$ cat src/riscv_de_consts.svh
`ifndef RISCV_DE_CONSTS_SVH
`define RISCV_DE_CONSTS_SVH

`define RISCV_DE_XLEN           64                      // data and pc width
`define RISCV_DE_NREGS          32                      // integer register count

// base opcodes, inst[6:0]
`define RISCV_DE_OP_LUI         7'b0110111
`define RISCV_DE_OP_AUIPC       7'b0010111
`define RISCV_DE_OP_JAL         7'b1101111
`define RISCV_DE_OP_JALR        7'b1100111
`define RISCV_DE_OP_BRANCH      7'b1100011
`define RISCV_DE_OP_LOAD        7'b0000011
`define RISCV_DE_OP_STORE       7'b0100011
`define RISCV_DE_OP_OPIMM       7'b0010011
`define RISCV_DE_OP_OPIMM32     7'b0011011
`define RISCV_DE_OP_OP          7'b0110011
`define RISCV_DE_OP_OP32        7'b0111011

`define RISCV_DE_F7_MULDIV      7'b0000001              // M extension
`define RISCV_DE_F3_SR          3'b101                  // srl/sra share funct3

// funcsel encodings
`define RISCV_DE_FS_ALU         2'b00
`define RISCV_DE_FS_MUL         2'b01
`define RISCV_DE_FS_DIV         2'b10

// resultsrc encodings
`define RISCV_DE_RS_ALU         2'b00
`define RISCV_DE_RS_MEM         2'b01
`define RISCV_DE_RS_PC4         2'b10

`endif

$ cat src/riscv_de_pkg.sv
`include "riscv_de_consts.svh"

package riscv_de_pkg;

        typedef struct packed {
                logic [6:0]     funct7;
                logic [4:0]     rs2;
                logic [4:0]     rs1;
                logic [2:0]     funct3;
                logic [4:0]     rd;
                logic [6:0]     opcode;
        } riscv_de_r_s;

        typedef struct packed {
                logic [11:0]    imm;
                logic [4:0]     rs1;
                logic [2:0]     funct3;
                logic [4:0]     rd;
                logic [6:0]     opcode;
        } riscv_de_i_s;

        typedef struct packed {
                logic [6:0]     imm_11_5;
                logic [4:0]     rs2;
                logic [4:0]     rs1;
                logic [2:0]     funct3;
                logic [4:0]     imm_4_0;
                logic [6:0]     opcode;
        } riscv_de_s_s;

        typedef struct packed {
                logic           imm_12;
                logic [5:0]     imm_10_5;
                logic [4:0]     rs2;
                logic [4:0]     rs1;
                logic [2:0]     funct3;
                logic [3:0]     imm_4_1;
                logic           imm_11;
                logic [6:0]     opcode;
        } riscv_de_b_s;

        typedef struct packed {
                logic [19:0]    imm_31_12;
                logic [4:0]     rd;
                logic [6:0]     opcode;
        } riscv_de_u_s;

        typedef struct packed {
                logic           imm_20;
                logic [9:0]     imm_10_1;
                logic           imm_11;
                logic [7:0]     imm_19_12;
                logic [4:0]     rd;
                logic [6:0]     opcode;
        } riscv_de_j_s;

        // one fetched word, seen through each base format
        typedef union packed {
                riscv_de_r_s    r;
                riscv_de_i_s    i;
                riscv_de_s_s    s;
                riscv_de_b_s    b;
                riscv_de_u_s    u;
                riscv_de_j_s    j;
        } riscv_de_inst_u;

        typedef struct packed {
                logic [3:0]     b_condition;            // {branch, funct3}
                logic           oprnd1sel;              // 1: pc
                logic           oprnd2sel;              // 1: immediate
                logic [1:0]     storesrc;
                logic [5:0]     alucontrol;             // {lui, word, alt, funct3}
                logic [2:0]     mulctrl;
                logic [2:0]     divctrl;
                logic [1:0]     funcsel;
                logic           memwrite;
                logic [2:0]     memext;
                logic [1:0]     resultsrc;
                logic           regwrite;
                logic           jump;
        } riscv_de_ctrl_s;

        typedef struct packed {
                logic                                   regwrite;
                logic [$clog2(`RISCV_DE_NREGS)-1:0]     rdaddr;
                logic [`RISCV_DE_XLEN-1:0]              data;
        } riscv_de_wb_s;

        typedef struct packed {
                logic [`RISCV_DE_XLEN-1:0]              pc;
                logic [`RISCV_DE_XLEN-1:0]              pcplus4;
                logic [$clog2(`RISCV_DE_NREGS)-1:0]     rs1addr;
                logic [`RISCV_DE_XLEN-1:0]              rs1data;
                logic [$clog2(`RISCV_DE_NREGS)-1:0]     rs2addr;
                logic [`RISCV_DE_XLEN-1:0]              rs2data;
                logic [$clog2(`RISCV_DE_NREGS)-1:0]     rdaddr;
                logic [`RISCV_DE_XLEN-1:0]              extendedimm;
                logic [6:0]                             opcode;
                riscv_de_ctrl_s                         ctrl;
                logic [31:0]                            inst;
                logic [15:0]                            cinst;  // trace only
        } riscv_de_de_s;

endpackage

$ cat src/riscv_de_immext.sv
`timescale 1ns/100ps
`include "riscv_de_consts.svh"

module riscv_de_immext (
        input  riscv_de_pkg::riscv_de_inst_u    i_riscv_de_inst,
        output logic [`RISCV_DE_XLEN-1:0]       o_riscv_de_extendedimm
);

        localparam int XL = `RISCV_DE_XLEN;

        logic sign;

        assign sign = i_riscv_de_inst.r.funct7[6];      // inst[31] in every format

        always_comb
        begin
                case (i_riscv_de_inst.r.opcode)
                `RISCV_DE_OP_OPIMM, `RISCV_DE_OP_OPIMM32, `RISCV_DE_OP_LOAD, `RISCV_DE_OP_JALR:
                        o_riscv_de_extendedimm = {{(XL-12){sign}}, i_riscv_de_inst.i.imm};
                `RISCV_DE_OP_STORE:
                        o_riscv_de_extendedimm = {{(XL-12){sign}}, i_riscv_de_inst.s.imm_11_5,
                                                  i_riscv_de_inst.s.imm_4_0};
                `RISCV_DE_OP_BRANCH:
                        o_riscv_de_extendedimm = {{(XL-13){sign}}, i_riscv_de_inst.b.imm_12,
                                                  i_riscv_de_inst.b.imm_11,
                                                  i_riscv_de_inst.b.imm_10_5,
                                                  i_riscv_de_inst.b.imm_4_1, 1'b0};
                `RISCV_DE_OP_LUI, `RISCV_DE_OP_AUIPC:
                        o_riscv_de_extendedimm = {{(XL-32){sign}}, i_riscv_de_inst.u.imm_31_12,
                                                  12'b0};
                `RISCV_DE_OP_JAL:
                        o_riscv_de_extendedimm = {{(XL-21){sign}}, i_riscv_de_inst.j.imm_20,
                                                  i_riscv_de_inst.j.imm_19_12,
                                                  i_riscv_de_inst.j.imm_11,
                                                  i_riscv_de_inst.j.imm_10_1, 1'b0};
                default:
                        o_riscv_de_extendedimm = '0;
                endcase
        end

endmodule

$ cat config.mk
export PLATFORM = sky130hd
export DESIGN_NAME = riscv_de_immext
export DESIGN_NICKNAME = d
export VERILOG_FILES = /design/src/riscv_de_pkg.sv /design/src/riscv_de_immext.sv
export VERILOG_INCLUDE_DIRS = /design/src
export SDC_FILE = /design/constraint.sdc
export NUM_CORES = 1
export LEC_CHECK = 0
export BUFFER_PORTS_ARGS = -buffer_cell sky130_fd_sc_hd__clkbuf_2
export CORE_ASPECT_RATIO = 1.1
export CORE_UTILIZATION = 37
export DETAILED_ROUTE_END_ITERATION = 8
export GPL_ROUTABILITY_DRIVEN = 0
export PLACE_DENSITY = 0.93
export SETUP_SLACK_MARGIN = 0.2
export SLEW_MARGIN = 20
export SYNTH_ARGS = -nofsm -noshare
export SYNTH_HDL_FRONTEND = slang
export SYNTH_SLANG_ARGS = --single-unit
export TNS_END_PERCENT = 5
$ cat constraint.sdc
create_clock -name vclk -period 6.3
set_input_delay 0.945 -clock vclk [all_inputs]
set_output_delay 0.945 -clock vclk [all_outputs]
set_load 0.01 [all_outputs]
==> metrics <==
Core Footprint=2000 um^2; max-cap violations=0; Syn Inst Count=115; Critical Path AT=2.69 ns; measured slew at the worst slew-check pin=0.636 ns; Final Core Density=51.0%; RSZ-0062 raised after global routing=no; cell taking the most area after synthesis=buf_4; Ports=96; Filler cells=202; Setup crit end kind=output port; first-pass GRT wire length=2970 um; Worst Setup Start Kind=primary input; DRT antenna net count=0; gr ovfl total=0; crit path max-delay cell type=or4_4; Worst Path Max Fanout=33; Design Power=0.0475 mW; dpl hpwl=1770 um; Die ar.=2290 um^2; filler-free cell count of the finished design=200; Hold/Removal Path Class=in -> out; synthesized cell area=777 um^2; fmax=275 MHz; Final Max Tran Viols=0; met2 WL=998 um; outcome=complete, no violations; Pwr per Cell Area=46.6 nW/um^2; die height=50.1 um; initial core utilization=38.9%; DR iter-0 viols=18; Max rail drop VDD=0.0304 mV; Setup Fix Bufs, Post-CTS=0; WL/cell=10.7 um; synthesis-to-layout area growth=31.2%; FF+latch area=0 um^2; port bufs=96; M1 WL=915 um; crit-path most repeated cell=clkbuf_2; post_cts resized=0; FFs & Latches=0; # diodes=0; setup ws final=2.67 ns; largest net degree at the start of global routing=34; register area share after synthesis=0%; Cells after DPL=200; Setup Viol. Count Final=0; period utilisation layout=57.7%; slew margin rel.=57.5%; Vias=974; worst slack at placement=2.31 ns; layout cells sized above 1=59.3%; top post-synthesis cells by area=buf_4 (33%), a21o_1 (11%), a21oi_1 (6.4%), and2_1 (5.6%), nand3_1 (5.2%); Overall Global Routing Usage=16.4%; Syn Area/Cell=6.76 um^2; CP Class=in -> out; row cnt=17; WL final=2140 um; Final min period=3.63 ns; setup tns final=0 ns; hold slack final=2.19 ns; yosys warns=0; CP required=5.35 ns; clk_buf instances=0; hold buffers post-CTS=0; Fin. Hold Viols=0; syn_nets=147; max incr delay on CP=0.56 ns; DR pass1 iterations=4; Final nets=206; initial antenna violation count=0; placed inst area=1010 um^2; Finished Cell Area=1020 um^2; number of global-route vias before repair=704; DRC viols=0; P_leak=0.674 nW; Die Width=45.7 um; Synth top area share=32.9%; post-synthesis cell type count=26; DR top layer=met3; critical-path cell list=clkbuf_2, nor2b_4, or4_4, a21oi_4, clkbuf_2; wire length on met3=230 um; drt via density=4.87
==> cell families after synthesis <==
family	share of synthesized area [%]
AND/OR/NAND/NOR	30.9
AO/OA/AOI/OAI	30.1
multiplexers	1.29
buffers and inverters	37.7
==> where the power goes <==
part	switching, mW	internal [mW]
sequential	0	0
combinational	0.0266	0.0209
clock	0	0
total	0.0266	0.0209
==> worst paths after layout <==
path                       startpoint                         end  cells past startpoint
setup / recovery   i_riscv_de_inst[2]  o_riscv_de_extendedimm[44]                      5
hold / removal    i_riscv_de_inst[29]  o_riscv_de_extendedimm[29]                      3
==> layout make-up <==
class	instances	area, um^2	area share, %
multi-input combinational	75	500	49.1
timing repair buffer	96	480	47.1
tap	28	35.0	3.44
inverter	1	3.75	0.368
==> routing by layer <==
metal | vias up | global-route usage [%]
met2 | 74 | 31.0
met1 | 410 | 20.9
li1 | 490 | -
met5 | - | 0
met3 | 0 | 0.366
met4 | 0 | 0.490
==> cell usage in the layout, fill, tap and decap left out <==
master    Yosys  final
a21oi_1      10      9
o21ai_0       3      3
clkbuf_2      0     96
nor2b_1       3      3
nor3_2        0      1
and2_1        7      7
nand4b_1      1      1
mux2i_1       1      1
a32o_1        2      2
nand3_1       8      8
a21oi_4       0      1
o41ai_1       1      1
o21ai_1       1      1
nor3b_1       3      3
and3_1        2      2
nor2_1        2      2
nor2b_4       1      1
nand2_1       5      5
or4_4         1      1
nand3b_1      1      1
nor3_1        2      1
a21oi_2       2      2
a22o_1        4      4
inv_1         1      1
nand2b_1      4      4
a21o_1       11     11
==> cell usage after synthesis, types with 2 or more instances <==
cell type and count:
a21o_1 11, a21oi_1 10, a21oi_2 2, a22o_1 4, a32o_1 2, and2_1 7, and3_1 2, buf_4 34
buf_6 2, clkbuf_1 3, nand2_1 5, nand2b_1 4, nand3_1 8, nor2_1 2, nor2b_1 3, nor3_1 2
nor3b_1 3, o21ai_0 3
==> worst max-delay path: cells and delay by family <==
family                 cells  cell delay [ns]
AO/OA/AOI/OAI              1             0.55
buffers and inverters      2             0.56
AND/OR/NAND/NOR            2             0.62
(Power assumes the default switching activity.)
