**config.mk**
```make
export PLATFORM = sky130hd
export DESIGN_NAME = riscv_de_ctrl_dec
export DESIGN_NICKNAME = d
export VERILOG_FILES = /design/src/riscv_de_pkg.sv /design/src/riscv_de_ctrl_dec.sv
export VERILOG_INCLUDE_DIRS = /design/src
export SDC_FILE = /design/constraint.sdc
export NUM_CORES = 1
export LEC_CHECK = 0
export BUFFER_PORTS_ARGS = -buffer_cell sky130_fd_sc_hd__buf_2
export CAP_MARGIN = 15
export CORE_MARGIN = 2
export CORE_UTILIZATION = 33
export DETAILED_ROUTE_END_ITERATION = 7
export GPL_ROUTABILITY_DRIVEN = 0
export PLACE_DENSITY_LB_ADDON = 0.05
export SYNTH_ARGS = -nofsm -noshare
export SYNTH_HDL_FRONTEND = slang
export SYNTH_SLANG_ARGS = --single-unit
```
**constraint.sdc**
```tcl
create_clock -name vclk -period 1.1
set_clock_uncertainty 0.2 [all_clocks]
set_input_delay 0 -clock vclk [all_inputs]
set_output_delay 0 -clock vclk [all_outputs]
set_load 0.03 [all_outputs]
```
**src/riscv_de_consts.svh**
```systemverilog
`ifndef RISCV_DE_CONSTS_SVH
`define RISCV_DE_CONSTS_SVH

`define RISCV_DE_XLEN           64                      // data and pc width
`define RISCV_DE_NREGS          32                      // integer register count

// base opcodes, inst[6:0]
`define RISCV_DE_OP_LUI         7'b0110111
`define RISCV_DE_OP_AUIPC       7'b0010111
`define RISCV_DE_OP_JAL         7'b1101111
`define RISCV_DE_OP_JALR        7'b1100111
`define RISCV_DE_OP_BRANCH      7'b1100011
`define RISCV_DE_OP_LOAD        7'b0000011
`define RISCV_DE_OP_STORE       7'b0100011
`define RISCV_DE_OP_OPIMM       7'b0010011
`define RISCV_DE_OP_OPIMM32     7'b0011011
`define RISCV_DE_OP_OP          7'b0110011
`define RISCV_DE_OP_OP32        7'b0111011

`define RISCV_DE_F7_MULDIV      7'b0000001              // M extension
`define RISCV_DE_F3_SR          3'b101                  // srl/sra share funct3

// funcsel encodings
`define RISCV_DE_FS_ALU         2'b00
`define RISCV_DE_FS_MUL         2'b01
`define RISCV_DE_FS_DIV         2'b10

// resultsrc encodings
`define RISCV_DE_RS_ALU         2'b00
`define RISCV_DE_RS_MEM         2'b01
`define RISCV_DE_RS_PC4         2'b10

`endif

```
**src/riscv_de_pkg.sv**
```systemverilog
`include "riscv_de_consts.svh"

package riscv_de_pkg;

        typedef struct packed {
                logic [6:0]     funct7;
                logic [4:0]     rs2;
                logic [4:0]     rs1;
                logic [2:0]     funct3;
                logic [4:0]     rd;
                logic [6:0]     opcode;
        } riscv_de_r_s;

        typedef struct packed {
                logic [11:0]    imm;
                logic [4:0]     rs1;
                logic [2:0]     funct3;
                logic [4:0]     rd;
                logic [6:0]     opcode;
        } riscv_de_i_s;

        typedef struct packed {
                logic [6:0]     imm_11_5;
                logic [4:0]     rs2;
                logic [4:0]     rs1;
                logic [2:0]     funct3;
                logic [4:0]     imm_4_0;
                logic [6:0]     opcode;
        } riscv_de_s_s;

        typedef struct packed {
                logic           imm_12;
                logic [5:0]     imm_10_5;
                logic [4:0]     rs2;
                logic [4:0]     rs1;
                logic [2:0]     funct3;
                logic [3:0]     imm_4_1;
                logic           imm_11;
                logic [6:0]     opcode;
        } riscv_de_b_s;

        typedef struct packed {
                logic [19:0]    imm_31_12;
                logic [4:0]     rd;
                logic [6:0]     opcode;
        } riscv_de_u_s;

        typedef struct packed {
                logic           imm_20;
                logic [9:0]     imm_10_1;
                logic           imm_11;
                logic [7:0]     imm_19_12;
                logic [4:0]     rd;
                logic [6:0]     opcode;
        } riscv_de_j_s;

        // one fetched word, seen through each base format
        typedef union packed {
                riscv_de_r_s    r;
                riscv_de_i_s    i;
                riscv_de_s_s    s;
                riscv_de_b_s    b;
                riscv_de_u_s    u;
                riscv_de_j_s    j;
        } riscv_de_inst_u;

        typedef struct packed {
                logic [3:0]     b_condition;            // {branch, funct3}
                logic           oprnd1sel;              // 1: pc
                logic           oprnd2sel;              // 1: immediate
                logic [1:0]     storesrc;
                logic [5:0]     alucontrol;             // {lui, word, alt, funct3}
                logic [2:0]     mulctrl;
                logic [2:0]     divctrl;
                logic [1:0]     funcsel;
                logic           memwrite;
                logic [2:0]     memext;
                logic [1:0]     resultsrc;
                logic           regwrite;
                logic           jump;
        } riscv_de_ctrl_s;

        typedef struct packed {
                logic                                   regwrite;
                logic [$clog2(`RISCV_DE_NREGS)-1:0]     rdaddr;
                logic [`RISCV_DE_XLEN-1:0]              data;
        } riscv_de_wb_s;

        typedef struct packed {
                logic [`RISCV_DE_XLEN-1:0]              pc;
                logic [`RISCV_DE_XLEN-1:0]              pcplus4;
                logic [$clog2(`RISCV_DE_NREGS)-1:0]     rs1addr;
                logic [`RISCV_DE_XLEN-1:0]              rs1data;
                logic [$clog2(`RISCV_DE_NREGS)-1:0]     rs2addr;
                logic [`RISCV_DE_XLEN-1:0]              rs2data;
                logic [$clog2(`RISCV_DE_NREGS)-1:0]     rdaddr;
                logic [`RISCV_DE_XLEN-1:0]              extendedimm;
                logic [6:0]                             opcode;
                riscv_de_ctrl_s                         ctrl;
                logic [31:0]                            inst;
                logic [15:0]                            cinst;  // trace only
        } riscv_de_de_s;

endpackage

```
**src/riscv_de_ctrl_dec.sv**
```systemverilog
`timescale 1ns/100ps
`include "riscv_de_consts.svh"

module riscv_de_ctrl_dec (
        input  riscv_de_pkg::riscv_de_inst_u    i_riscv_de_inst,
        output riscv_de_pkg::riscv_de_ctrl_s    o_riscv_de_ctrl,
        output logic                            o_riscv_de_illegal
);

        logic [6:0]     opcode;
        logic [2:0]     funct3;
        logic [6:0]     funct7;
        logic           is_word;
        logic           shift_alt;

        assign opcode    = i_riscv_de_inst.r.opcode;
        assign funct3    = i_riscv_de_inst.r.funct3;
        assign funct7    = i_riscv_de_inst.r.funct7;
        assign is_word   = (opcode == `RISCV_DE_OP_OP32) || (opcode == `RISCV_DE_OP_OPIMM32);
        assign shift_alt = (funct3 == `RISCV_DE_F3_SR) && funct7[5];   // srai/sraiw only

        always_comb
        begin
                o_riscv_de_ctrl    = '0;
                o_riscv_de_illegal = 1'b0;
                case (opcode)
                `RISCV_DE_OP_OP, `RISCV_DE_OP_OP32:
                begin
                        o_riscv_de_ctrl.regwrite = 1'b1;
                        if (funct7 == `RISCV_DE_F7_MULDIV)
                        begin
                                o_riscv_de_ctrl.alucontrol[4] = is_word;
                                if (!funct3[2])
                                begin
                                        o_riscv_de_ctrl.funcsel = `RISCV_DE_FS_MUL;
                                        o_riscv_de_ctrl.mulctrl = funct3;
                                end
                                else
                                begin
                                        o_riscv_de_ctrl.funcsel = `RISCV_DE_FS_DIV;
                                        o_riscv_de_ctrl.divctrl = funct3 - 3'd4;
                                end
                        end
                        else
                        begin
                                o_riscv_de_ctrl.alucontrol = {1'b0, is_word, funct7[5], funct3};
                        end
                end
                `RISCV_DE_OP_OPIMM, `RISCV_DE_OP_OPIMM32:
                begin
                        o_riscv_de_ctrl.regwrite   = 1'b1;
                        o_riscv_de_ctrl.oprnd2sel  = 1'b1;
                        o_riscv_de_ctrl.alucontrol = {1'b0, is_word, shift_alt, funct3};
                end
                `RISCV_DE_OP_LOAD:
                begin
                        o_riscv_de_ctrl.regwrite  = 1'b1;
                        o_riscv_de_ctrl.oprnd2sel = 1'b1;
                        o_riscv_de_ctrl.resultsrc = `RISCV_DE_RS_MEM;
                        o_riscv_de_ctrl.memext    = funct3;
                end
                `RISCV_DE_OP_STORE:
                begin
                        o_riscv_de_ctrl.memwrite  = 1'b1;
                        o_riscv_de_ctrl.oprnd2sel = 1'b1;
                        o_riscv_de_ctrl.storesrc  = funct3[1:0];    // sb/sh/sw/sd
                end
                `RISCV_DE_OP_BRANCH:
                begin
                        o_riscv_de_ctrl.b_condition = {1'b1, funct3};
                end
                `RISCV_DE_OP_JAL:
                begin
                        o_riscv_de_ctrl.jump      = 1'b1;
                        o_riscv_de_ctrl.regwrite  = 1'b1;
                        o_riscv_de_ctrl.resultsrc = `RISCV_DE_RS_PC4;
                        o_riscv_de_ctrl.oprnd1sel = 1'b1;
                end
                `RISCV_DE_OP_JALR:
                begin
                        o_riscv_de_ctrl.jump      = 1'b1;
                        o_riscv_de_ctrl.regwrite  = 1'b1;
                        o_riscv_de_ctrl.resultsrc = `RISCV_DE_RS_PC4;
                end
                `RISCV_DE_OP_LUI:
                begin
                        o_riscv_de_ctrl.regwrite      = 1'b1;
                        o_riscv_de_ctrl.oprnd2sel     = 1'b1;
                        o_riscv_de_ctrl.alucontrol[5] = 1'b1;   // pass immediate
                end
                `RISCV_DE_OP_AUIPC:
                begin
                        o_riscv_de_ctrl.regwrite  = 1'b1;
                        o_riscv_de_ctrl.oprnd1sel = 1'b1;
                        o_riscv_de_ctrl.oprnd2sel = 1'b1;
                end
                default:
                begin
                        o_riscv_de_illegal = 1'b1;              // csr, fence, system, unknown
                end
                endcase
        end

        // no opcode both writes memory and the register file
        always_comb
        begin
                assert (!(o_riscv_de_ctrl.memwrite && o_riscv_de_ctrl.regwrite))
                else $error("decoder raised memwrite and regwrite together");
        end

endmodule

```
==> results of run 1 <==
-- stage by stage --
stage / util / std cells / setup TNS [ps] / setup WS [ps] / cell area (sq um)
after detailed placement: 0.812 / 149 / -3630 / -270 / 1070
after global placement: 0.812 / 149 / -3290 / -254 / 1070
after floorplan: - / 68 / -2160 / -287 / 671
-- Yosys cell counts, types with 2 or more instances --
cell and instances:
a21oi_1 3, and2_1 7, buf_2 2, buf_4 3, inv_1 5, nand2_1 3, nand2b_1 3, nor2_1 6
nor3_1 8, nor3b_1 2, nor4_1 4, nor4_4 2, o21ai_0 2
-- kinds of logic after synthesis --
logic type             share of synthesized area
muxes                                     0.0211
other                                    0.00789
AOI/OAI and AO/OA                          0.195
and+or+nand+nor                            0.645
buffers and inverters                      0.132
==> flow_summary.toml, run 1 <==
[yosys]
synthDominantAreaCellType = "and2_1"
syn-instance-count = 67
synth-seq-area-share = 0
synth.avg_cell_area_sq_um = 7.10
synth_top_area_frac = 0.0921
synth_warnings = 0
synth.distinct_cells = 30
main_area_contributors_after_synthesis = "and2_1 9.2%, nor4_4 8.9%, nor3_1 8.4%"
netlist_area_sq_um = 475

[clocking]
cts_hold_buffers = 0
ctsResizeCount = 63
cts_setup_buffers = 4

[outcome]
failed_stage = "clock tree synthesis"
flow.first_error = "[ERROR DPL-0033] detailed placement checks failed during check placement."
run_status = "stopped before the end"

[die]
i_o_pin_count = 63
fp.dieW_um = 42.0
start_util = 0.361
die_h_um = 42.0
std_cell_rows = 13

[place]
placement.io_buffers = 46
dpl.hpwl_mm = 1.59
==> run 2: changes to the inputs <==
--- a/config.mk
+++ b/config.mk
@@ -8,11 +8,11 @@
 export LEC_CHECK = 0
 export BUFFER_PORTS_ARGS = -buffer_cell sky130_fd_sc_hd__buf_2
 export CAP_MARGIN = 15
-export CORE_MARGIN = 2
-export CORE_UTILIZATION = 33
+export CORE_AREA = 2 2 63 65
 export DETAILED_ROUTE_END_ITERATION = 7
+export DIE_AREA = 0 0 65 67
 export GPL_ROUTABILITY_DRIVEN = 0
-export PLACE_DENSITY_LB_ADDON = 0.05
+export PLACE_DENSITY_LB_ADDON = 0.15
 export SYNTH_ARGS = -nofsm -noshare
 export SYNTH_HDL_FRONTEND = slang
 export SYNTH_SLANG_ARGS = --single-unit
==> run 2 against run 1 <==
Compared with the run above: the flow now finishes, with violations (negative setup slack); synthesized cell count stayed put; area after synthesis is the same.
==> flow_summary.toml, run 2 <==
[setup_path]
critPathMaxFanout = 6
timing.critical_path.to_type = "primary output"
worstPathRequired_ps = 900
worstPathArrival_ps = 1120
startpoint_type = "primary input"
setup.worst_path.class = "in -> out"

[routing]
route.antenna.remaining_nets = 0
wire_per_inst_um = 11.2
drt_iter0_markers = 5
vias_per_cell = 4.04
wirelength_mm = 2.14
dr_total_vias = 768
drc_violations = 0
drt_pass1_iterations = 4

[outcome]
run_status = "finished with violations"
violated_checks = "negative setup slack"

[die]
start_util = 0.132
die_h_um = 67
i_o_pin_count = 63
core_sq_mm = 0.00361
fp.dieW_um = 65
std_cell_rows = 22
dieArea_sq_mm = 0.00436

[sta]
finalCriticalPeriod_ps = 1320
finalWorstSetupSlack_ps = -216
tcrit_tclk_final = 1.20
max_freq_mhz = 760
grt_setup_unrepaired = "true"
finalMaxSlewViolations = 0
hold_slack_ps = 155
final_hold_viol_count = 0
fin_tns_setup_ps = -1990
timing.final.setup_violations = 21

[global_route]
grtUsageMet2 = 0.183
grt_start_max_net_pins = 10
grt_remaining_overflow = 0
grt.total_usage = 0.0964
grt_first_pass_wirelength_mm = 3.45
antenna_found_initial = 0
grt_util_met3 = 0.00338
globalRoute.busiestLayer = "met2"
global_route.usage.met1 = 0.128
grt_pass1_vias = 744

[finish]
layout_commonest_cell = "buf_6"
finalInstanceArea_sq_mm = 0.00151
mostFrequentLayoutCells = "38 x buf_6, 29 x buf_4, 7 x and2_4, 7 x buf_2, 6 x nor3_4"
synthToLayoutAreaGrowth_pct = 218
n_fill_cell = 355
nNetsFinal = 176
final.clkbuf_count = 0
num_antenna_cells = 0
seq_cell_count = 0
post_route_cells_drive_above_1_share = 0.831
sequential_cell_area_sq_um = 0

[yosys]
synthDominantAreaCellType = "and2_1"
synth.cells.most_frequent = "8 x nor3_1, 7 x and2_1, 6 x nor2_1"
synth_warnings = 0
netlist_area_sq_um = 475
yosys.cell_count.top_type = "nor3_1"
synth_top_area_frac = 0.0921
synth-seq-area-share = 0
main_area_contributors_after_synthesis = "and2_1 9.2%, nor4_4 8.9%, nor3_1 8.4%"
syn-instance-count = 67
synth.distinct_cells = 30
synth.avg_cell_area_sq_um = 7.10

[hold_path]
hold_start = "i_riscv_de_inst[13]"
hold_class = "in -> out"
whs_path_depth = 3
whs_endpoint = "o_riscv_de_ctrl[5]"

[place]
placement.cell_area_sq_mm = 0.00110
dpl.hpwl_mm = 1.71
placement.io_buffers = 46

[power]
p_leak_nw = 0.712
power.density_cell_area_mw_per_mm2 = 259
ir_drop_v = 0.000145

[job]
maxCapViolCount = 0

[clocking]
cts_hold_buffers = 0
[run 2: cell counts after synthesis]
Identical to the previous run, type by type.
[run 2: worst max-delay path by stage]
stage | start | end | slack, ps | depth (start not counted)
after global placement | i_riscv_de_inst[31] | o_riscv_de_ctrl[13] | -260 | 5
final | i_riscv_de_inst[31] | o_riscv_de_ctrl[13] | -220 | 5
after CTS | i_riscv_de_inst[27] | o_riscv_de_ctrl[13] | -250 | 5
after global routing | i_riscv_de_inst[31] | o_riscv_de_ctrl[13] | -280 | 5
after detailed placement | i_riscv_de_inst[31] | o_riscv_de_ctrl[13] | -290 | 5
after floorplan | i_riscv_de_inst[2] | o_riscv_de_ctrl[4] | -290 | 4
[run 2: logic make-up after synthesis]
kind of cell	after synthesis	share of synthesized area
multiplexers	1	0.0211
AO/OA/AOI/OAI	11	0.195
AND/OR/NAND/NOR	43	0.645
buffers and inverters	11	0.132
other	1	0.00789
[run 2: what timing repair did]
action / in CTS / in global routing
pin swaps: 19 / 13
resized for setup: 67 / 30
endpoints found under the setup margin: 28 / 28
buffers inserted: 4 / 6
[run 2: worst max-delay path, stage by stage]
cell and delay, ps:
buf_6 90, nor4_4 340, nand4b_4 280, nor3b_4 250, buf_6 150
[run 2: through the flow]
step	utilization	std cells	worst slack, ps	power [mW]
after CTS	0.376	184	-252	0.346
final	0.420	190	-216	0.392
after floorplan	-	68	-287	0.163
after detailed placement	0.304	180	-291	0.291
after global placement	0.304	180	-263	0.288
after global routing	0.420	190	-285	0.420
[run 2: cell type report]
| type | instances | area (sq um) | share of cell area |
|---|---|---|---|
| inverter | 5 | 18.8 | 0.0124 |
| multi-input combinational | 57 | 658 | 0.435 |
| tap | 48 | 60.1 | 0.0397 |
| timing repair buffer | 80 | 776 | 0.513 |
[run 2: power by group]
part	leakage, nW	switching (mW)	internal [mW]
clock	0	0	0
sequential	0	0	0
combinational	0.712	0.186	0.206
[run 2: routing by layer]
layer / up-vias / routed length (um)
li1: 392 / -
met1: 347 / 914
met2: 29 / 1110
met3: 0 / 115
met4: 0 / 0
met5: - / 0
Power figures use the tool's default switching activity.
