`src/riscv_de_consts.svh`:
```
`ifndef RISCV_DE_CONSTS_SVH
`define RISCV_DE_CONSTS_SVH

`define RISCV_DE_XLEN           64                      // data and pc width
`define RISCV_DE_NREGS          32                      // integer register count

// base opcodes, inst[6:0]
`define RISCV_DE_OP_LUI         7'b0110111
`define RISCV_DE_OP_AUIPC       7'b0010111
`define RISCV_DE_OP_JAL         7'b1101111
`define RISCV_DE_OP_JALR        7'b1100111
`define RISCV_DE_OP_BRANCH      7'b1100011
`define RISCV_DE_OP_LOAD        7'b0000011
`define RISCV_DE_OP_STORE       7'b0100011
`define RISCV_DE_OP_OPIMM       7'b0010011
`define RISCV_DE_OP_OPIMM32     7'b0011011
`define RISCV_DE_OP_OP          7'b0110011
`define RISCV_DE_OP_OP32        7'b0111011

`define RISCV_DE_F7_MULDIV      7'b0000001              // M extension
`define RISCV_DE_F3_SR          3'b101                  // srl/sra share funct3

// funcsel encodings
`define RISCV_DE_FS_ALU         2'b00
`define RISCV_DE_FS_MUL         2'b01
`define RISCV_DE_FS_DIV         2'b10

// resultsrc encodings
`define RISCV_DE_RS_ALU         2'b00
`define RISCV_DE_RS_MEM         2'b01
`define RISCV_DE_RS_PC4         2'b10

`endif

```
`src/riscv_de_pkg.sv`:
```
`include "riscv_de_consts.svh"

package riscv_de_pkg;

        typedef struct packed {
                logic [6:0]     funct7;
                logic [4:0]     rs2;
                logic [4:0]     rs1;
                logic [2:0]     funct3;
                logic [4:0]     rd;
                logic [6:0]     opcode;
        } riscv_de_r_s;

        typedef struct packed {
                logic [11:0]    imm;
                logic [4:0]     rs1;
                logic [2:0]     funct3;
                logic [4:0]     rd;
                logic [6:0]     opcode;
        } riscv_de_i_s;

        typedef struct packed {
                logic [6:0]     imm_11_5;
                logic [4:0]     rs2;
                logic [4:0]     rs1;
                logic [2:0]     funct3;
                logic [4:0]     imm_4_0;
                logic [6:0]     opcode;
        } riscv_de_s_s;

        typedef struct packed {
                logic           imm_12;
                logic [5:0]     imm_10_5;
                logic [4:0]     rs2;
                logic [4:0]     rs1;
                logic [2:0]     funct3;
                logic [3:0]     imm_4_1;
                logic           imm_11;
                logic [6:0]     opcode;
        } riscv_de_b_s;

        typedef struct packed {
                logic [19:0]    imm_31_12;
                logic [4:0]     rd;
                logic [6:0]     opcode;
        } riscv_de_u_s;

        typedef struct packed {
                logic           imm_20;
                logic [9:0]     imm_10_1;
                logic           imm_11;
                logic [7:0]     imm_19_12;
                logic [4:0]     rd;
                logic [6:0]     opcode;
        } riscv_de_j_s;

        // one fetched word, seen through each base format
        typedef union packed {
                riscv_de_r_s    r;
                riscv_de_i_s    i;
                riscv_de_s_s    s;
                riscv_de_b_s    b;
                riscv_de_u_s    u;
                riscv_de_j_s    j;
        } riscv_de_inst_u;

        typedef struct packed {
                logic [3:0]     b_condition;            // {branch, funct3}
                logic           oprnd1sel;              // 1: pc
                logic           oprnd2sel;              // 1: immediate
                logic [1:0]     storesrc;
                logic [5:0]     alucontrol;             // {lui, word, alt, funct3}
                logic [2:0]     mulctrl;
                logic [2:0]     divctrl;
                logic [1:0]     funcsel;
                logic           memwrite;
                logic [2:0]     memext;
                logic [1:0]     resultsrc;
                logic           regwrite;
                logic           jump;
        } riscv_de_ctrl_s;

        typedef struct packed {
                logic                                   regwrite;
                logic [$clog2(`RISCV_DE_NREGS)-1:0]     rdaddr;
                logic [`RISCV_DE_XLEN-1:0]              data;
        } riscv_de_wb_s;

        typedef struct packed {
                logic [`RISCV_DE_XLEN-1:0]              pc;
                logic [`RISCV_DE_XLEN-1:0]              pcplus4;
                logic [$clog2(`RISCV_DE_NREGS)-1:0]     rs1addr;
                logic [`RISCV_DE_XLEN-1:0]              rs1data;
                logic [$clog2(`RISCV_DE_NREGS)-1:0]     rs2addr;
                logic [`RISCV_DE_XLEN-1:0]              rs2data;
                logic [$clog2(`RISCV_DE_NREGS)-1:0]     rdaddr;
                logic [`RISCV_DE_XLEN-1:0]              extendedimm;
                logic [6:0]                             opcode;
                riscv_de_ctrl_s                         ctrl;
                logic [31:0]                            inst;
                logic [15:0]                            cinst;  // trace only
        } riscv_de_de_s;

endpackage

```
`src/riscv_de_ppreg.sv`:
```
`timescale 1ns/100ps

module riscv_de_ppreg (
        input  logic                            i_riscv_de_clk,
        input  logic                            i_riscv_de_rst,
        input  logic                            i_riscv_de_flush,
        input  riscv_de_pkg::riscv_de_de_s      i_riscv_de_d,
        output riscv_de_pkg::riscv_de_de_s      o_riscv_de_e
);

        always_ff @(posedge i_riscv_de_clk or posedge i_riscv_de_rst)
        begin
                if (i_riscv_de_rst)
                begin
                        o_riscv_de_e <= '0;
                end
                else if (i_riscv_de_flush)
                begin
                        o_riscv_de_e <= '0;                     // bubble
                end
                else
                begin
                        o_riscv_de_e <= i_riscv_de_d;
                end
        end

        // a flushed slot must not write back, store or redirect fetch
        assert property (@(posedge i_riscv_de_clk) disable iff (i_riscv_de_rst)
                i_riscv_de_flush |=> !(o_riscv_de_e.ctrl.regwrite ||
                                       o_riscv_de_e.ctrl.memwrite ||
                                       o_riscv_de_e.ctrl.jump))
        else $error("side effect leaked through a flushed slot");

endmodule

```
`config.mk`:
```
export PLATFORM = sky130hd
export DESIGN_NAME = riscv_de_ppreg
export DESIGN_NICKNAME = d
export VERILOG_FILES = /design/src/riscv_de_pkg.sv /design/src/riscv_de_ppreg.sv
export VERILOG_INCLUDE_DIRS = /design/src
export SDC_FILE = /design/constraint.sdc
export NUM_CORES = 1
export LEC_CHECK = 0
export ABC_AREA = 1
export BUFFER_PORTS_ARGS = -buffer_cell sky130_fd_sc_hd__buf_2
export CAP_MARGIN = 20
export CORE_AREA = 2 2 333 335
export CTS_BUF_LIST = sky130_fd_sc_hd__clkbuf_4
export DETAILED_ROUTE_END_ITERATION = 8
export DIE_AREA = 0 0 335 337
export SYNTH_ARGS = -nofsm -noshare
export SYNTH_HDL_FRONTEND = slang
export SYNTH_SLANG_ARGS = --single-unit
```
`constraint.sdc`:
```
create_clock -name i_riscv_de_clk -period 30.8 [get_ports i_riscv_de_clk]
set_input_delay 0 -clock i_riscv_de_clk [delete_from_list [all_inputs] [get_ports i_riscv_de_clk]]
set_output_delay 0 -clock i_riscv_de_clk [all_outputs]
set_load 0.01 [all_outputs]
```
==> results.txt, run 1 <==
The run stopped with a tool error. The stage where the flow stopped is 4_1_cts. The first error in the log reads "[ERROR RSZ-0060] Max buffer count reached". During synthesis, Yosys emitted a total of 0 warnings. The register area share after synthesis is 0.741. The mapped netlist covers roughly 14000 sq um. The die span in x came out at 335 um. The number of core rows is around 120. The clock net in this run drives a total of 420 sinks.

Yosys mapped a number of flops with a built-in enable equal to 0. After synthesis, the share of flip-flops with an asynchronous set or reset is 1.00. The number of setup buffers added after CTS came out at 0. Buffers inserted during clock tree synthesis total 120.

The half-perimeter wire length after placement came out at roughly 55000 um. The final estimated routing congestion in global placement is ~0.85. The number of primary I/O pins came out at 843. The buffer depth of the longest clock path is 3. The mean cell area of the mapped netlist is roughly 11 sq um.

For this configuration, the core starts out at a cell density of 0.129. In this run the vertical extent of the chip is between 300 and 400 um. The synthesized instance count came out at 1308. The H-tree was split into 3 levels.

The net count of the mapped netlist is between 1500 and 2000. The count of buffers added on input and output ports is 842. Yosys mapped the design onto 5 distinct sky130hd cell types. In this run, post-CTS repair resized a total of 0 instances.

For this run, the leading register cell type out of synthesis is sky130_fd_sc_hd__dfrtp_1. Among all cell types in the netlist, the one instantiated most often is sky130_fd_sc_hd__inv_1. By area the synthesized netlist is led by sky130_fd_sc_hd__dfrtp_1 (74%), sky130_fd_sc_hd__inv_1 (11%), sky130_fd_sc_hd__nor2_1 (11%), sky130_fd_sc_hd__buf_6 (3.5%), sky130_fd_sc_hd__buf_2 (0.11%). In the synthesized netlist, the cells that appear most often are sky130_fd_sc_hd__inv_1 (421), sky130_fd_sc_hd__dfrtp_1 (420), sky130_fd_sc_hd__nor2_1 (420). The post-synthesis register bit count is 420. The tree is rooted in a sky130_fd_sc_hd__clkbuf_4. The portion of synthesized cell area occupied by the leading cell type came out at 0.741. Summed over all instances, the cell type with the most area after synthesis is sky130_fd_sc_hd__dfrtp_1.

The quantity of hold-fixing buffers added after cts is about 750.
[logic make-up after synthesis]
family / Yosys count / share of synthesized area
buf+inv: 468 / 0.147
flops: 420 / 0.741
simple gates: 420 / 0.111
[through the flow]
stage                     area (sq um)  hold WS [ns]  setup WS (ns)  instances  utilization
after detailed placement         19800         0.207          27.62       3538        0.180
after global placement           19800         0.204          27.67       3538        0.180
after floorplan                  14200         0.101          19.11       1308            -
==> inputs of run 2 (changes only) <==
--- a/config.mk
+++ b/config.mk
@@ -9,10 +9,10 @@
 export ABC_AREA = 1
 export BUFFER_PORTS_ARGS = -buffer_cell sky130_fd_sc_hd__buf_2
 export CAP_MARGIN = 20
-export CORE_AREA = 2 2 333 335
-export CTS_BUF_LIST = sky130_fd_sc_hd__clkbuf_4
+export CORE_AREA = 2 2 324 326
 export DETAILED_ROUTE_END_ITERATION = 8
-export DIE_AREA = 0 0 335 337
+export DIE_AREA = 0 0 326 328
+export PLACE_DENSITY_LB_ADDON = 0.15
 export SYNTH_ARGS = -nofsm -noshare
 export SYNTH_HDL_FRONTEND = slang
 export SYNTH_SLANG_ARGS = --single-unit
==> results.txt, run 2 <==
The initial antenna violation count is 7. Detailed placement finished with a half-perimeter wire length of 42300 um. The post-synthesis register bit count came out at 420.

The flip-flop and latch area came out at around 11000 sq um. The number of detailed-routing iterations run before antenna repair is 6. The synthesized instance count is 1308. The number of buffers added on ports is 842.

The layout-stage area growth over the synthesis result came out at 89.9%. Of the total power, the clock network draws 0.449. In the final layout, the registers with the most flip-flops are o_riscv_de_e x420. Of the total power, registers draw 0.421. The number of levels the H-tree was split into is 2.

The power density over the cells is about 52 nW/um^2. The share of power burned in combinational logic is 0.130. For this run, the leading register cell type out of synthesis is sky130_fd_sc_hd__dfrtp_1. In the final routed layout, each cell accounts on average for approximately 14 um. The dominant delay contributor by cell family on the critical path is buffers and inverters. Setup repair after global routing left no endpoint under its margin. The number of buffers and inverters on the critical path is 4. Of the total power, the share spent switching nets is 0.247. The clock transition at the register clock pins on the worst setup and hold paths after CTS is about 0.06 ns. The number of placed instances, taps included, is approximately 3500. The number of setup buffers added after CTS is 0. The net load switching power came out at between 0.3 and 0.4 mW. The final-report setup violation count came out at 0.

The fmax came out at between 0.3 and 0.4 GHz. The setup TNS is 0 ns. After global routing, the most crowded layer is met2. For this run, global-route usage on met1 was measured as 0.109. The largest stage delay on the critical path is approximately 0.85 ns.

The run finished with clean final reports. The biggest fanout along the worst timing path came out at about 130. The global-route wire length before repair is 86900 um.

The count of placed standard cells in the final layout, fillers left out is approximately 4100. The critical path is of the input port to flip-flop type. The internal cell power is about 1.0 mW.

The number of sinks on the clock net came out at between 400 and 500. The tool flagged a number of max-cap violations equal to 0. The number of nets in the layout is roughly 3100. The largest voltage drop on the vdd net came out at 0.0409 mV. sky130_fd_sc_hd__dfrtp_1 takes more of the synthesized area than any other cell.

The cell chosen for the clock root is sky130_fd_sc_hd__clkbuf_16. The post-route cell area came out at 26900 sq um. The arrival time at the worst endpoint is ~3 ns.

The slew at the pin closest to its max-slew limit came out at slightly below 1 ns. Wires add up to slightly below 60000 um. The number of primary I/O pins came out at approximately 840. TritonCTS built the clock tree.

The full die area came out at roughly 110000 sq um. The critical path endpoint category is a flip-flop. The detail-routed via count per cell came out at between 3 and 4. The number of endpoints with negative hold slack in the final report is 0.

Traced cell by cell, the critical path runs through buf_8, buf_4, buf_4, buf_4, nor2_1. The number of synthesized flops with an enable pin is 0. Fill cells in the final layout number about 11000. The max-slew violation count came out at 0.

The total number of yosys warnings is 0. The register area share after synthesis is 0.741. The share of synthesized flip-flops with an asynchronous set or reset came out at 1.00. The proportion of layout cells with a drive suffix above 1 came out at 0.338. The leading cell type by number of instances after synthesis is sky130_fd_sc_hd__inv_1.

The final estimated routing congestion in global placement came out at between 0.8 and 0.9. The number of design rule violations left after detail routing is 0. In the post-synthesis netlist, the biggest area contributors are sky130_fd_sc_hd__dfrtp_1 (74%), sky130_fd_sc_hd__inv_1 (11%), sky130_fd_sc_hd__nor2_1 (11%), sky130_fd_sc_hd__buf_6 (3.5%), sky130_fd_sc_hd__buf_2 (0.11%). The largest net degree at the start of global routing came out at approximately 130. In the layout the commonest cells are sky130_fd_sc_hd__buf_2 (841), sky130_fd_sc_hd__dlygate4sd3_1 (548), sky130_fd_sc_hd__inv_1 (420), sky130_fd_sc_hd__nor2_1 (420), sky130_fd_sc_hd__dfrtp_1 (420).

Leaving out fill and tap cells, the most frequent cell in the layout is sky130_fd_sc_hd__buf_2. The number of distinct library cells after synthesis is 5. The die span in y is ~330 um.

Counting I/O delays and the setup requirement, the final critical path takes between 2 and 3 ns. The core region is ~100000 sq um. The class of the tightest hold or removal check is input port to asynchronous set/reset pin.

The area used by multi-input combinational logic is ~1600 sq um. The number of clock buffers inserted by TritonCTS came out at between 50 and 60. The routed layout has 13276 vias. The detail route stage leaves a number of antenna-violating nets equal to 0. The met3 usage came out at 0.0395.

The number of global-route vias before repair is 15017. The worst relative slew slack is 0.350. Of the post-synthesis cell area, the dominant cell type holds 0.741. The overall track demand over capacity in global routing is 0.106. The netlist area before placement came out at 14200 sq um. The number of core rows is 118. The die is 326 um wide. After detailed placement, the total cell area comes to between 15000 and 20000 sq um.

The effective utilization at floorplan came out at 0.137. The largest individual stage delay along the critical path comes from the cell sky130_fd_sc_hd__buf_4. The cell leakage power is about 16 nW. The critical path data required time came out at 31.26 ns. The count of routing violations after the opening detailed-route iteration is ~300. The overall overflow remaining after global route came out at 0. In the finished design, the share of the clock period the worst path needs comes to 0.0828. The net count of the mapped netlist came out at 1731. The buffer depth of the longest clock path is 3. The mean cell area of the mapped netlist came out at 10.8 sq um. By count the netlist is led by sky130_fd_sc_hd__inv_1 (421), sky130_fd_sc_hd__dfrtp_1 (420), sky130_fd_sc_hd__nor2_1 (420). The flip-flop count of the largest register, all copies and words added came out at 420. The most numerous cell type found on the critical path is sky130_fd_sc_hd__buf_4. STA classifies the critical path startpoint as an input port. The met2 usage in global routing came out at 0.196. The register with the highest flop count is o_riscv_de_e.
[run 2: area by class of cell]
type,instances,share of cell area
antenna,3,0.000279
clock buffer,77,0.0567
clock inverter,18,0.00785
inverter,421,0.0590
multi-input combinational,420,0.0585
sequential,420,0.390
tap,1380,0.0641
timing repair buffer,1398,0.363
[run 2: logic make-up after synthesis]
group	Yosys count	share of synthesized area
DFF	420	0.741
buffers and inverters	468	0.147
and+or+nand+nor	420	0.111
[run 2: metal layers]
metal | part of all wire | up-vias
li1 | - | 6332
met1 | 0.36 | 6315
met2 | 0.52 | 534
met3 | 0.084 | 89
met4 | 0.029 | 6
met5 | 0.00076 | -
[run 2: how the worst max path moves through the flow]
stage                      from                end  cells after the start
6_report       i_riscv_de_flush  o_riscv_de_e[288]                      5
5_1_grt        i_riscv_de_flush  o_riscv_de_e[254]                      5
4_1_cts        i_riscv_de_flush  o_riscv_de_e[288]                      5
3_5_place_dp   i_riscv_de_flush  o_riscv_de_e[316]                      5
3_3_place_gp   i_riscv_de_flush  o_riscv_de_e[248]                      5
2_1_floorplan    i_riscv_de_rst    o_riscv_de_e[0]                      1
[run 2: metrics by stage]
| step | power [mW] | hold WS, ns | worst slack, ns | util |
|---|---|---|---|---|
| finish | 1.39 | 0.0527 | 28.25 | 0.261 |
| floorplan | 0.654 | 0.101 | 19.11 | - |
| global route | 1.47 | 0.0797 | 27.83 | 0.261 |
| CTS | 1.43 | 0.00185 | 28.03 | 0.261 |
| detailed placement | 0.727 | 0.208 | 27.34 | 0.191 |
| global placement | 0.727 | 0.187 | 27.40 | 0.191 |
[run 2: power groups by stage]
| stage | Combinational [mW] | Clock, mW | Sequential, mW |
|---|---|---|---|
| 2_1_floorplan | 0.0409 | 0 | 0.613 |
| 3_3_place_gp | 0.130 | 0 | 0.597 |
| 3_5_place_dp | 0.130 | 0 | 0.597 |
| 4_1_cts | 0.186 | 0.655 | 0.588 |
| 5_1_grt | 0.200 | 0.679 | 0.590 |
| 6_report | 0.181 | 0.626 | 0.588 |
[run 2: what timing repair did]
item                      4_1_cts  5_1_grt
hold endpoints to repair      523        0
hold buffers                  548        0
gates resized for setup         0        0
[run 2: worst min-delay path, cell delays in order]
cell and delay (ns):
sky130_fd_sc_hd__dlygate4sd3_1 0.53, sky130_fd_sc_hd__buf_2 0.15, sky130_fd_sc_hd__inv_8 0.48
(Power assumes the default switching activity.)
==> inputs of run 3 (changes only) <==
==> constraint.sdc (replaced) <==
create_clock -name i_riscv_de_clk -period 2.5 [get_ports i_riscv_de_clk]
set_input_delay 0 -clock i_riscv_de_clk [delete_from_list [all_inputs] [get_ports i_riscv_de_clk]]
set_output_delay 0 -clock i_riscv_de_clk [all_outputs]
set_load 0.01 [all_outputs]
==> results.txt, run 3 (synthesis results as in run 2) <==
STA classifies the critical path endpoint as an asynchronous set/reset pin. The number of core rows came out at ~120. The worst setup path is of the input port to asynchronous set/reset pin kind. The library cells used most frequently in the layout, excluding fill and tap cells, are sky130_fd_sc_hd__buf_2 (841), sky130_fd_sc_hd__dlygate4sd3_1 (494), sky130_fd_sc_hd__inv_1 (420), sky130_fd_sc_hd__nor2_1 (420), sky130_fd_sc_hd__dfrtp_1 (420). The max-slew violation count is 0. For the pin with the worst max-slew slack, the measured transition is around 0.74 ns.

The power density over the cells is around 630 nW/um^2. The CTS tree is done. Buffers inserted during clock tree synthesis total 52. The startpoint type of the worst setup path is an input port. The number of max-capacitance violations reported is 0. The largest registers in the layout are o_riscv_de_e x420. For this run, the top clock speed supported by timing is roughly 0.66 GHz. The global-route wire length before repair came out at roughly 85000 um. The average detailed-routed wire length per instance came out at between 10 and 15 um. The critical path data required time came out at around 3.2 ns. The worst-case IR drop observed on VDD is roughly 0.44 mV. The most common cell after layout, fill and taps aside is sky130_fd_sc_hd__buf_2. After detailed routing, the number of vias per cell comes to 3.16. Headroom to the max-slew limit came out at 0.505. Including well taps, the total number of placed cells is 3512. The die span in y came out at ~330 um.

The number of nets in the layout came out at slightly above 3000. For this run, global-route usage on met1 was measured as 0.106. Summing over every cut layer, the via total after detailed routing is 12967. The tightest min-delay check is of the input port to flip-flop type.

The arrival time at the worst endpoint came out at 2.23 ns. The post-route fraction of the period consumed by the critical path came out at 0.606. The number of buffers added on ports came out at 842. The run finished with clean final reports. During I/O placement, the number of pins put on the boundary was roughly 840. The initial antenna violation count came out at 2. Of all nets on the critical path, the largest fanout is 35. The utilization after layout is 0.258.

The full die area is about 110000 sq um. The clock transition at the register clock pins on the worst setup and hold paths after CTS is 0.06 ns. The count of placed standard cells in the final layout, fillers left out came out at just over 4000.

Across every metal layer, demand over resource in global routing totals 0.103. The final estimated routing congestion in global placement came out at 0.802. Global routing finished with a remaining overflow of 0. Counting flops per register, the top entry is o_riscv_de_e. Detailed placement finished with a half-perimeter wire length of ~42000 um. The met2 usage in global routing came out at 0.198. The met3 usage came out at 0.0327. The cell leakage power is ~15 nW. The global routing stage identified its most utilized layer as met2. The number of endpoints with negative hold slack in the final report came out at 0. The cell chosen for the clock root is sky130_fd_sc_hd__clkbuf_16. The final-report setup violation count is 0.

The filler cell count in the final layout came out at 11167. The placeable core region is between 100000 and 150000 sq um. The proportion of layout cells with a drive suffix above 1 is 0.350. Subtracting the final worst setup slack from the clock period gives between 1.5 and 2 ns. Setup repair after global routing left no endpoint under its margin. The clock passes through at most 3 buffers. The tree built by TritonCTS fans out to 420 sinks. The count of routing violations after the opening detailed-route iteration came out at around 330.

The wire length reported by the detailed router is approximately 56000 um. The floorplan step set the die width to between 300 and 400 um. The number of detailed-routing iterations run before antenna repair came out at 4. Relative to the synthesized area, the layout overhead comes to 87.5%. The number of levels the H-tree was split into is 2.

The initial utilization of the core area, before any placement, comes to 0.137. The number of antenna-violating nets in the routed design came out at 0. The number of global-route vias before repair came to approximately 15000. The flip-flop count of the largest register, all copies and words added came out at 420. For this run, design rule violations remaining after detail routing come to 0. The largest net degree at the start of global routing came out at 116.
[run 3: cell count changes in the layout (fill, tap and decap cells not counted), sizes merged]
cell	delta
buf	+21
dlygate4sd3	-54
clkinvlp	+1
bufinv	-3
diode	-1
inv	+2
clkbuf	+2
clkinv	-5
[run 3: area by class of cell]
| type | count | area (sq um) | area share |
|---|---|---|---|
| Inverter | 421 | 1580 | 0.0596 |
| Timing Repair Buffer | 1365 | 9520 | 0.358 |
| Clock inverter | 13 | 108 | 0.00405 |
| Multi-Input combinational cell | 420 | 1580 | 0.0593 |
| Tap cell | 1380 | 1730 | 0.0649 |
| Sequential cell | 420 | 10500 | 0.395 |
| Antenna cell | 2 | 5.00 | 0.000188 |
| Clock buffer | 79 | 1550 | 0.0584 |
[run 3: worst paths after layout]
kind | to | start | depth (start not counted)
min | o_riscv_de_e[325] | i_riscv_de_flush | 3
min in group asynchronous | o_riscv_de_e[17] | i_riscv_de_rst | 4
max | o_riscv_de_e[402] | i_riscv_de_rst | 6
max in group i_riscv_de_clk | o_riscv_de_e[4] | o_riscv_de_e[4] | 1
[run 3: critical path, cell delays in order]
cell and delay [ns]:
sky130_fd_sc_hd__dlygate4sd3_1 0.54, sky130_fd_sc_hd__buf_2 0.12, sky130_fd_sc_hd__dlygate4sd3_1 0.59, sky130_fd_sc_hd__clkinvlp_4 0.23
sky130_fd_sc_hd__buf_12 0.25, sky130_fd_sc_hd__buf_4 0.45
[run 3: repair_timing]
action	4_1_cts	5_1_grt
buffers inserted	0	0
resized for setup	0	0
hold endpoints to repair	782	0
hold buffers	494	0
[run 3: power by group]
group	internal (mW)	leakage, nW	switching, mW
Sequential	7.14	5.41	0.0957
Combinational	1.15	9.08	1.06
Clock	4.36	0.822	3.02
Total	12.7	15.3	4.18
[run 3: stage by stage]
| stage | hold WS, ns | setup TNS (ns) | setup slack, ns | total power [mW] | instance area, sq um |
|---|---|---|---|---|---|
| finish | 0.0435 | 0 | 0.986 | 16.8 | 26600 |
| global placement | -0.00547 | 0 | 1.34 | 8.99 | 20000 |
| CTS | 0.0000774 | 0 | 0.967 | 17.3 | 26600 |
| detailed placement | -0.00751 | 0 | 1.33 | 8.99 | 20000 |
| global route | 0.0370 | 0 | 0.860 | 17.7 | 26600 |
| floorplan | 0.101 | -1329.51 | -3.17 | 8.06 | 14200 |
[run 3: layer usage]
metal	wire length, um	part of all wire	up-vias
met5	7	0.00012	-
met4	1220	0.022	2
met3	3900	0.069	79
met2	31100	0.55	457
met1	20100	0.36	6164
li1	-	-	6265
